$ cat src/source/proc_pkg.sv
/* Word-only subset of a MIPS-like ISA: addu, addiu, lw, sw, bne, mfc0, mtc0
   Memory requests carry no opaque, length or byte-enable fields */
package proc_pkg;

  // ------------------------------------------------------------------
  // Word types
  // ------------------------------------------------------------------

  typedef logic [31:0] word_t;
  typedef logic [4:0]  reg_addr_t;
  typedef logic [0:0]  memreq_type_t;

  // ------------------------------------------------------------------
  // Instruction encodings
  // ------------------------------------------------------------------

  // Major opcodes, bits 31:26
  localparam logic [5:0] op_special = 6'b000000;
  localparam logic [5:0] op_addiu   = 6'b001001;
  localparam logic [5:0] op_lw      = 6'b100011;
  localparam logic [5:0] op_sw      = 6'b101011;
  localparam logic [5:0] op_bne     = 6'b000101;
  localparam logic [5:0] op_cop0    = 6'b010000;

  // Function field of op_special, bits 5:0
  localparam logic [5:0] funct_addu = 6'b100001;

  // Coprocessor 0 moves are told apart by the rs field
  localparam logic [4:0] cop0_mf = 5'b00000;
  localparam logic [4:0] cop0_mt = 5'b00100;

  // ------------------------------------------------------------------
  // Memory request type
  // ------------------------------------------------------------------

  localparam memreq_type_t memreq_read  = 1'b0;
  localparam memreq_type_t memreq_write = 1'b1;

  // ------------------------------------------------------------------
  // Datapath selects
  // ------------------------------------------------------------------

  typedef enum logic [1:0]
  {
    alu_add,
    alu_cmp_eq,
    alu_cp_op1
  } alu_fn_e;

  typedef enum logic
  {
    pc_plus4,
    pc_branch
  } pc_sel_e;

endpackage

$ cat src/source/proc_ctrl.sv
/* No bypassing: a source register waits until its producer has left W
   At most two fetches are outstanding; a taken bne in X drops their responses */
`timescale 1ns/100ps

module proc_ctrl
(
  input  logic                   clk,
  input  logic                   arst_n,
  output logic                   fetch_val,
  input  logic                   fetch_rdy,
  input  logic                   imemresp_val,
  output logic                   imemresp_rdy,
  output logic                   dmemreq_val,
  output proc_pkg::memreq_type_t dmemreq_type,
  input  logic                   dmemreq_rdy,
  input  logic                   dmemresp_val,
  output logic                   dmemresp_rdy,
  input  logic                   from_mngr_val,
  output logic                   from_mngr_rdy,
  output logic                   to_mngr_val,
  input  logic                   to_mngr_rdy,
  input  proc_pkg::word_t        inst_d,
  input  logic                   br_cond_eq_x,
  output proc_pkg::pc_sel_e      pc_sel_f,
  output logic                   reg_en_f,
  output logic                   reg_en_d,
  output logic                   reg_en_x,
  output logic                   reg_en_m,
  output logic                   reg_en_w,
  output logic                   op1_sel_d,
  output logic                   mngr_sel_d,
  output logic                   wb_sel_m,
  output proc_pkg::alu_fn_e      alu_fn_x,
  output proc_pkg::reg_addr_t    rf_waddr_w,
  output logic                   rf_wen_w
);
  import proc_pkg::*;

  // Fetch bookkeeping
  logic       fetch_on;
  logic [1:0] out_cnt;
  logic [1:0] drop_cnt;
  logic       fetch_go;
  logic       resp_go;
  logic       resp_drop;
  logic       live_resp_go;

  // Decode
  logic [5:0] op_d;
  logic [5:0] funct_d;
  reg_addr_t  rs_d;
  reg_addr_t  rt_d;
  reg_addr_t  rd_d;
  logic       is_addu_d;
  logic       is_addiu_d;
  logic       is_lw_d;
  logic       is_sw_d;
  logic       is_bne_d;
  logic       is_mfc0_d;
  logic       is_mtc0_d;
  logic       rs_en_d;
  logic       rt_en_d;
  logic       wen_d;
  reg_addr_t  waddr_d;
  alu_fn_e    alu_fn_d;

  // Per-stage state
  logic       val_d, val_x, val_m, val_w;
  logic       wen_x, wen_m, wen_w;
  reg_addr_t  waddr_x, waddr_m, waddr_w;
  logic       bne_x, lw_x, sw_x, lw_m;
  logic       mtc0_x, mtc0_m, mtc0_w;

  logic       raw_rs, raw_rt;
  logic       squash;
  logic       stall_d, stall_x, stall_m, stall_w;

  // ------------------------------------------------------------------
  // Decode in D
  // ------------------------------------------------------------------

  assign op_d    = inst_d[31:26];
  assign rs_d    = inst_d[25:21];
  assign rt_d    = inst_d[20:16];
  assign rd_d    = inst_d[15:11];
  assign funct_d = inst_d[5:0];

  assign is_addu_d  = (op_d == op_special) && (funct_d == funct_addu);
  assign is_addiu_d = (op_d == op_addiu);
  assign is_lw_d    = (op_d == op_lw);
  assign is_sw_d    = (op_d == op_sw);
  assign is_bne_d   = (op_d == op_bne);
  assign is_mfc0_d  = (op_d == op_cop0) && (rs_d == cop0_mf);
  assign is_mtc0_d  = (op_d == op_cop0) && (rs_d == cop0_mt);

  assign rs_en_d = is_addu_d || is_addiu_d || is_lw_d || is_sw_d || is_bne_d;
  assign rt_en_d = is_addu_d || is_sw_d || is_bne_d || is_mtc0_d;
  assign waddr_d = is_addu_d ? rd_d : rt_d;
  // Writes to r0 are dropped here so they never cause a hazard
  assign wen_d   = (is_addu_d || is_addiu_d || is_lw_d || is_mfc0_d) && (waddr_d != 5'd0);

  assign op1_sel_d  = is_addiu_d || is_lw_d || is_sw_d;
  assign mngr_sel_d = is_mfc0_d;

  always_comb
  begin
    if (is_bne_d)
      alu_fn_d = alu_cmp_eq;
    else if (is_mfc0_d || is_mtc0_d)
      alu_fn_d = alu_cp_op1;
    else
      alu_fn_d = alu_add;
  end

  // RAW against every later stage that will write the register file
  assign raw_rs = rs_en_d && ((val_x && wen_x && (waddr_x == rs_d)) ||
                              (val_m && wen_m && (waddr_m == rs_d)) ||
                              (val_w && wen_w && (waddr_w == rs_d)));
  assign raw_rt = rt_en_d && ((val_x && wen_x && (waddr_x == rt_d)) ||
                              (val_m && wen_m && (waddr_m == rt_d)) ||
                              (val_w && wen_w && (waddr_w == rt_d)));

  // ------------------------------------------------------------------
  // Stalls, from the back of the pipe forward
  // ------------------------------------------------------------------

  assign stall_w = val_w && mtc0_w && !to_mngr_rdy;
  assign stall_m = val_m && ((lw_m && !dmemresp_val) || stall_w);
  assign stall_x = val_x && (((lw_x || sw_x) && !dmemreq_rdy) || stall_m);
  assign stall_d = val_d && (raw_rs || raw_rt || (is_mfc0_d && !from_mngr_val) || stall_x);

  // Branch resolves only as the bne leaves X
  assign squash = val_x && bne_x && !br_cond_eq_x && !stall_x;

  // ------------------------------------------------------------------
  // Fetch and instruction response
  // ------------------------------------------------------------------

  assign fetch_val    = fetch_on && (out_cnt != 2'd2) && !squash;
  assign fetch_go     = fetch_val && fetch_rdy;
  assign resp_drop    = (drop_cnt != 2'd0);
  assign imemresp_rdy = (out_cnt != 2'd0) && (resp_drop || !stall_d);
  assign resp_go      = imemresp_val && imemresp_rdy;
  assign live_resp_go = resp_go && !resp_drop;

  assign pc_sel_f = squash ? pc_branch : pc_plus4;
  assign reg_en_f = fetch_go || squash;
  assign reg_en_d = live_resp_go;
  assign reg_en_x = !stall_x;
  assign reg_en_m = !stall_m;
  assign reg_en_w = !stall_w;

  // ------------------------------------------------------------------
  // Port handshakes
  // ------------------------------------------------------------------

  assign from_mngr_rdy = val_d && is_mfc0_d && !stall_x && !squash;
  assign dmemreq_val   = val_x && (lw_x || sw_x) && !stall_m;
  assign dmemreq_type  = sw_x ? memreq_write : memreq_read;
  assign dmemresp_rdy  = val_m && lw_m && !stall_w;
  assign to_mngr_val   = val_w && mtc0_w;
  assign wb_sel_m      = lw_m;
  assign rf_waddr_w    = waddr_w;
  assign rf_wen_w      = val_w && wen_w;

  always_ff @(posedge clk or negedge arst_n)
    if (!arst_n)
    begin
      fetch_on <= 1'b0;
      out_cnt  <= 2'd0;
      drop_cnt <= 2'd0;
      val_d    <= 1'b0;
      val_x    <= 1'b0;
      val_m    <= 1'b0;
      val_w    <= 1'b0;
    end
    else
    begin
      fetch_on <= 1'b1;
      out_cnt  <= out_cnt + {1'b0, fetch_go} - {1'b0, resp_go};
      // Everything still in flight after a taken branch is wrong-path
      if (squash)
        drop_cnt <= out_cnt - {1'b0, resp_go};
      else if (resp_go && resp_drop)
        drop_cnt <= drop_cnt - 2'd1;
      if (squash)
        val_d <= 1'b0;
      else if (!stall_d)
        val_d <= live_resp_go;
      if (!stall_x)
        val_x <= val_d && !stall_d && !squash;
      if (!stall_m)
        val_m <= val_x && !stall_x;
      if (!stall_w)
        val_w <= val_m && !stall_m;
    end

  // Stage payload, qualified by the valid bits above
  always_ff @(posedge clk)
  begin
    if (reg_en_x)
    begin
      wen_x    <= wen_d;
      waddr_x  <= waddr_d;
      bne_x    <= is_bne_d;
      lw_x     <= is_lw_d;
      sw_x     <= is_sw_d;
      mtc0_x   <= is_mtc0_d;
      alu_fn_x <= alu_fn_d;
    end
    if (reg_en_m)
    begin
      wen_m   <= wen_x;
      waddr_m <= waddr_x;
      lw_m    <= lw_x;
      mtc0_m  <= mtc0_x;
    end
    if (reg_en_w)
    begin
      wen_w   <= wen_m;
      waddr_w <= waddr_m;
      mtc0_w  <= mtc0_m;
    end
  end

endmodule

$ cat src/source/proc_dpath.sv
/* PC starts at zero; register 0 always reads as zero
   Stage registers hold garbage while their valid bit in the control unit is low */
`timescale 1ns/100ps

module proc_dpath
(
  input  logic                clk,
  input  logic                arst_n,
  output proc_pkg::word_t     fetch_addr,
  input  proc_pkg::word_t     imemresp_data,
  output proc_pkg::word_t     dmemreq_addr,
  output proc_pkg::word_t     dmemreq_data,
  input  proc_pkg::word_t     dmemresp_data,
  input  proc_pkg::word_t     from_mngr_data,
  output proc_pkg::word_t     to_mngr_data,
  input  proc_pkg::pc_sel_e   pc_sel_f,
  input  logic                reg_en_f,
  input  logic                reg_en_d,
  input  logic                reg_en_x,
  input  logic                reg_en_m,
  input  logic                reg_en_w,
  input  logic                op1_sel_d,
  input  logic                mngr_sel_d,
  input  proc_pkg::alu_fn_e   alu_fn_x,
  input  logic                wb_sel_m,
  input  proc_pkg::reg_addr_t rf_waddr_w,
  input  logic                rf_wen_w,
  output proc_pkg::word_t     inst_d,
  output logic                br_cond_eq_x
);
  import proc_pkg::*;

  word_t     pc_f;
  word_t     pc_r;
  word_t     pc_d;
  word_t     rf [32];
  reg_addr_t rs_addr_d;
  reg_addr_t rt_addr_d;
  word_t     rs_val_d;
  word_t     rt_val_d;
  word_t     imm_d;
  word_t     op1_d;
  word_t     br_target_d;
  word_t     op0_x;
  word_t     op1_x;
  word_t     sd_x;
  word_t     br_target_x;
  word_t     alu_out_x;
  word_t     result_m;
  word_t     result_w;

  // ------------------------------------------------------------------
  // Fetch
  // ------------------------------------------------------------------

  // pc_f is the next address to request, pc_r the PC of the next kept response
  assign fetch_addr = pc_f;

  always_ff @(posedge clk or negedge arst_n)
    if (!arst_n)
    begin
      pc_f <= '0;
      pc_r <= '0;
    end
    else
    begin
      if (reg_en_f)
        pc_f <= (pc_sel_f == pc_branch) ? br_target_x : pc_f + 32'd4;
      if (reg_en_f && (pc_sel_f == pc_branch))
        pc_r <= br_target_x;
      else if (reg_en_d)
        pc_r <= pc_r + 32'd4;
    end

  // ------------------------------------------------------------------
  // Decode and register read
  // ------------------------------------------------------------------

  always_ff @(posedge clk)
    if (reg_en_d)
    begin
      inst_d <= imemresp_data;
      pc_d   <= pc_r;
    end

  assign rs_addr_d = inst_d[25:21];
  assign rt_addr_d = inst_d[20:16];
  assign rs_val_d  = (rs_addr_d == 5'd0) ? '0 : rf[rs_addr_d];
  assign rt_val_d  = (rt_addr_d == 5'd0) ? '0 : rf[rt_addr_d];

  assign imm_d       = {{16{inst_d[15]}}, inst_d[15:0]};
  assign br_target_d = pc_d + 32'd4 + {imm_d[29:0], 2'b00};
  assign op1_d       = mngr_sel_d ? from_mngr_data : (op1_sel_d ? imm_d : rt_val_d);

  always_ff @(posedge clk)
    if (rf_wen_w)
      rf[rf_waddr_w] <= result_w;

  // ------------------------------------------------------------------
  // Execute
  // ------------------------------------------------------------------

  always_ff @(posedge clk)
    if (reg_en_x)
    begin
      op0_x       <= rs_val_d;
      op1_x       <= op1_d;
      sd_x        <= rt_val_d;
      br_target_x <= br_target_d;
    end

  always_comb
  begin
    case (alu_fn_x)
      alu_add:    alu_out_x = op0_x + op1_x;
      alu_cmp_eq: alu_out_x = {31'b0, op0_x == op1_x};
      alu_cp_op1: alu_out_x = op1_x;
      default:    alu_out_x = op0_x + op1_x;
    endcase
  end

  // Only meaningful with alu_cmp_eq, which the control unit selects for bne
  assign br_cond_eq_x = alu_out_x[0];

  assign dmemreq_addr = alu_out_x;
  assign dmemreq_data = sd_x;

  // ------------------------------------------------------------------
  // Memory and writeback
  // ------------------------------------------------------------------

  always_ff @(posedge clk)
  begin
    if (reg_en_m)
      result_m <= alu_out_x;
    if (reg_en_w)
      result_w <= wb_sel_m ? dmemresp_data : result_m;
  end

  assign to_mngr_data = result_w;

endmodule

$ cat src/source/proc_imem_queue.sv
/* Two entries; a request passes through in the same cycle only when empty
   enq_rdy depends on the fill level alone, never on enq_val */
`timescale 1ns/100ps

module proc_imem_queue
(
  input  logic            clk,
  input  logic            arst_n,
  input  proc_pkg::word_t enq_addr,
  input  logic            enq_val,
  output logic            enq_rdy,
  output proc_pkg::word_t deq_addr,
  output logic            deq_val,
  input  logic            deq_rdy
);
  import proc_pkg::*;

  word_t      entry [2];
  logic       wr_ptr;
  logic       rd_ptr;
  logic [1:0] count;
  logic       empty;
  logic       enq_go;
  logic       deq_go;
  logic       do_write;
  logic       do_read;

  assign empty    = (count == 2'd0);
  assign enq_rdy  = (count != 2'd2);
  assign deq_val  = !empty || enq_val;
  assign deq_addr = empty ? enq_addr : entry[rd_ptr];
  assign enq_go   = enq_val && enq_rdy;
  assign deq_go   = deq_val && deq_rdy;

  // Bypass when empty and the memory takes it right away
  assign do_write = enq_go && !(empty && deq_rdy);
  assign do_read  = deq_go && !empty;

  always_ff @(posedge clk)
    if (do_write)
      entry[wr_ptr] <= enq_addr;

  always_ff @(posedge clk or negedge arst_n)
    if (!arst_n)
    begin
      wr_ptr <= 1'b0;
      rd_ptr <= 1'b0;
      count  <= 2'd0;
    end
    else
    begin
      if (do_write)
        wr_ptr <= !wr_ptr;
      if (do_read)
        rd_ptr <= !rd_ptr;
      count <= count + {1'b0, do_write} - {1'b0, do_read};
    end

endmodule

$ cat src/source/proc_top.sv
/* All ports use val/rdy; a transfer happens on a clk edge with both high
   Memory requests are word-sized; the instruction port only reads */
`timescale 1ns/100ps

module proc_top
(
  input  logic                   clk,
  input  logic                   arst_n,

  // Instruction memory
  output proc_pkg::word_t        imemreq_addr,
  output logic                   imemreq_val,
  input  logic                   imemreq_rdy,
  input  proc_pkg::word_t        imemresp_data,
  input  logic                   imemresp_val,
  output logic                   imemresp_rdy,

  // Data memory
  output proc_pkg::memreq_type_t dmemreq_type,
  output proc_pkg::word_t        dmemreq_addr,
  output proc_pkg::word_t        dmemreq_data,
  output logic                   dmemreq_val,
  input  logic                   dmemreq_rdy,
  input  proc_pkg::word_t        dmemresp_data,
  input  logic                   dmemresp_val,
  output logic                   dmemresp_rdy,

  // Manager streams
  input  proc_pkg::word_t        from_mngr_data,
  input  logic                   from_mngr_val,
  output logic                   from_mngr_rdy,
  output proc_pkg::word_t        to_mngr_data,
  output logic                   to_mngr_val,
  input  logic                   to_mngr_rdy
);
  import proc_pkg::*;

  // Fetch request into the queue
  word_t     fetch_addr;
  logic      fetch_val;
  logic      fetch_rdy;

  // Control to datapath
  pc_sel_e   pc_sel_f;
  logic      reg_en_f;
  logic      reg_en_d;
  logic      reg_en_x;
  logic      reg_en_m;
  logic      reg_en_w;
  logic      op1_sel_d;
  logic      mngr_sel_d;
  logic      wb_sel_m;
  alu_fn_e   alu_fn_x;
  reg_addr_t rf_waddr_w;
  logic      rf_wen_w;

  // Datapath status
  word_t     inst_d;
  logic      br_cond_eq_x;

  // Names line up across both blocks
  proc_ctrl ctrl (.*);

  proc_dpath dpath (.*);

  proc_imem_queue imem_queue
  (
    .clk      (clk),
    .arst_n   (arst_n),
    .enq_addr (fetch_addr),
    .enq_val  (fetch_val),
    .enq_rdy  (fetch_rdy),
    .deq_addr (imemreq_addr),
    .deq_val  (imemreq_val),
    .deq_rdy  (imemreq_rdy)
  );

endmodule

$ cat config.mk
export PLATFORM = sky130hd
export DESIGN_NAME = proc_top
export DESIGN_NICKNAME = d
export VERILOG_FILES = /design/src/source/proc_pkg.sv /design/src/source/proc_ctrl.sv /design/src/source/proc_dpath.sv /design/src/source/proc_imem_queue.sv /design/src/source/proc_top.sv
export SDC_FILE = /design/constraint.sdc
export NUM_CORES = 2
export LEC_CHECK = 0
export BUFFER_PORTS_ARGS = -buffer_cell sky130_fd_sc_hd__buf_2
export CORE_MARGIN = 8
export CORE_UTILIZATION = 55
export CTS_CLUSTER_SIZE = 8
export DETAILED_ROUTE_END_ITERATION = 8
export GPL_ROUTABILITY_DRIVEN = 0
export GPL_TIMING_DRIVEN = 0
export HOLD_SLACK_MARGIN = 0.03
export PLACE_DENSITY = 0.72
export SLEW_MARGIN = 20
export SYNTH_ARGS = -nofsm -noshare
export SYNTH_HDL_FRONTEND = slang
export SYNTH_SLANG_ARGS = --single-unit
$ cat constraint.sdc
create_clock -name clk -period 13 [get_ports clk]
set_input_delay 1.95 -clock clk [delete_from_list [all_inputs] [get_ports clk]]
set_output_delay 1.95 -clock clk [all_outputs]
set_load 0.005 [all_outputs]
==> impl_metrics.toml <==
[grt]
antenna_found_initial = 7
first_global_vias = 40900
maximum_number_of_pins_on_one_net_before_global_route_repair = 55
grt_first_pass_wirelength_microns = 301000
track_usage_pct = 32.2
grt.overflow.total = 0

[sta]
holdWs_ps = 425
finalMaxSlewViolations = 0
final_min_period_over_clock_period_pct = 53.1
post-route-worst-setup-slack_ps = 6090
hold_violations = 0
max_slew_margin_pct = 14.8
max_freq_mhz = 145
grt_setup_unrepaired = "false"
finClkSkew_ps = 36.6
finalSetupViolations = 0
layout_min_cycle_time_ps = 6910
worstMarginPinSlew_ps = 1280

[critical_path]
kind_of_launch_point_of_the_worst_setup_path = "flip-flop"
critical_path.cell_chain = "ha_1 -> inv_1 -> fa_1 -> nor2b_1 -> o31ai_1 -> a21oi_1 -> o311ai_1 -> o21ai_0 -> a31oi_1 -> a32oi_1 -> or4_1 -> nand3_1 -> buf_2"
critPathCaptureType = "output pin"
worstPathMaxFanout = 5
critical_path_arrival_ps = 4960
timing_worst_setup_path_type = "flip-flop to output pin"
worstPathRequired_ps = 11050
timing.critical_path.slowest_stage_cell = "o311ai_1"
critical-path-max-stage-delay_ps = 610

[detailed_routing]
routedWlPerCell_microns = 36.8
route.detailed.drc = 0
drt-total-wl_microns = 216000
via_count = 41200
drt.antenna.violating_nets = 0
drt-vias-per-instance = 7.04
drtPass1Iterations = 6
drt_iter0_markers = 6655

[final_layout]
layout.core_utilization_pct = 64.1
areaGrowthSynthToFinish_pct = 16.0
top_regs = "dpath.rf: 1024 flops, imem_queue.entry: 64 flops"
fin_nets = 4387
top_register = "dpath.rf"
final_layout_size_suffix_gt1_share_pct = 31.8
flip_flop_count_of_the_largest_register_all_copies_and_words_added = 1024

[synthesis]
synth_seq_cells = 1451
synthCells = 3662
synth_top_cells_by_count = "edfxtp_1, mux4_2, nand2_1"
synthesis.nets = 3865
number_of_enable_flip_flop_cells_after_synthesis = 1371
yosysTopAreaCell = "edfxtp_1"
postSynth.asyncResetShare_pct = 5.17
ys_types = 70
ys_top_cells_by_area = "edfxtp_1, mux4_2, dfrtp_1"
yosysWarnings = 0
synth_flop_cell = "edfxtp_1"
synth.most_common_cell = "edfxtp_1"
syn_area_per_cell_sq_um = 18.4
synth.cell_area_sq_um = 67200
synth.yosys.seq_area_share_pct = 64.2
yosysTopAreaCellShare_pct = 61.2

[hold_path]
worst_hold_path_type = "flip-flop to flip-flop"

[clock_network]
worst_skew_pair.late_latency_ps = 830
cts_repair_resize_count = 0
postCtsSetupBuffers = 0
cts.sink_count = 1451
clk_pin_slew_worst_paths_ps = 50
root_buffer = "clkbuf_16"
htreeDepth = 4
cts_inserted_buffers = 199
max-clock-path-buffers = 3
holdBufCountCts = 0
clock_tree_from_tritoncts = "built"

[power]
vdd.ir_drop.worst_uv = 167
power_density_nw_per_um2 = 205
power.static_leakage_nw = 26.5

[die]
floorplan.initialDensity_pct = 55.3
die_height_microns = 366
io_pins = 239
fp.coreArea_sq_um = 122000
floorplan.die_area_sq_um = 134000
core.rowCount = 128
die_w_microns = 366

[placement]
detailedPlace.worstSlack_ps = 6390
place.detailed.hpwl_microns = 149000
io_buffer_count = 238

[outcome]
outcome = "complete, no violations"

[run]
cap_viol_max_count = 0
## area by class of cell
class	instances	area, sq um
fillers	8087	43600
flip-flops and latches	1451	43100
multi-input cells	1921	23200
clock buffers	238	5210
repair buffers	321	2900
well taps	1625	2030
plain buffers	231	983
inverters	59	224
clock inverters	12	204
diodes	2	5.00
## worst max-delay path: cells and delay by family, from the launching register on
family	cells	cell delay, ps
compound gates	6	2280
fa+ha+maj	2	470
buf+inv	2	230
flops	1	390
simple gates	3	790
## stage by stage
step                power [mW]  TNS [ps]  cell area (sq um)  std cells
floorplan                 9.02         0              67200       3662
global placement          11.0    -65610              70400       5525
detailed placement        11.1         0              72200       5591
CTS                       15.8         0              77600       5841
global route              16.4         0              77900       5858
finish                    16.0         0              77900       5860
## layout by cell type (no fill, tap or decap), types with 22 or more instances in the layout
cell and count:
nand3_1 32, clkbuf_1 170, xor2_1 74, buf_2 279, nor2_4 32, buf_16 25, a21oi_1 131, inv_1 58
nor3_1 39, nand4_1 38, buf_8 23, nand2_1 170, nor2_1 112, clkbuf_16 203, a21o_1 22, buf_12 32
clkbuf_2 30, mux4_2 640, dfrtp_1 75, edfxtp_1 1371, mux2i_1 76, xnor2_1 64, and3_1 24, ha_1 97
mux2_2 42, o21ai_0 150
## metal layers
metal	GRT usage, %	wire, microns
met4	16.6	13400
met1	42.0	73900
met2	47.5	95200
met3	12.1	33100
met5	0	55
## power breakdown
part	leakage, nW	switching, mW	internal, mW
sequential	13.8	0.543	6.23
combinational	10.1	2.76	1.75
clock	2.63	1.93	2.77
total	26.5	5.24	10.7
## path summary, 6_finish.rpt
check	end	slack (ps)	from	depth (start not counted)
worst max-delay path	dmemreq_addr[28]	6090	dpath.op1_x[0]	13
worst min-delay path	ctrl.mtc0_m	420	ctrl.mtc0_x	0
worst max register to register	dpath.op1_x[15]	7800	flip-flop	8
worst min register to register	ctrl.mtc0_m	420	ctrl.mtc0_x	0
max in group asynchronous	dpath.fetch_addr[26]	11310	arst_n	2
min in group asynchronous	imem_queue.rd_ptr	1090	arst_n	1
## cells by family after synthesis
family / synth area share (%)
compound gates: 3.42
xor+xnor: 1.80
fa+ha+maj: 1.87
buf+inv: 1.66
flops: 64.2
mux: 23.3
other cells: 0.00558
simple gates: 3.75
(Power assumes the default switching activity.)
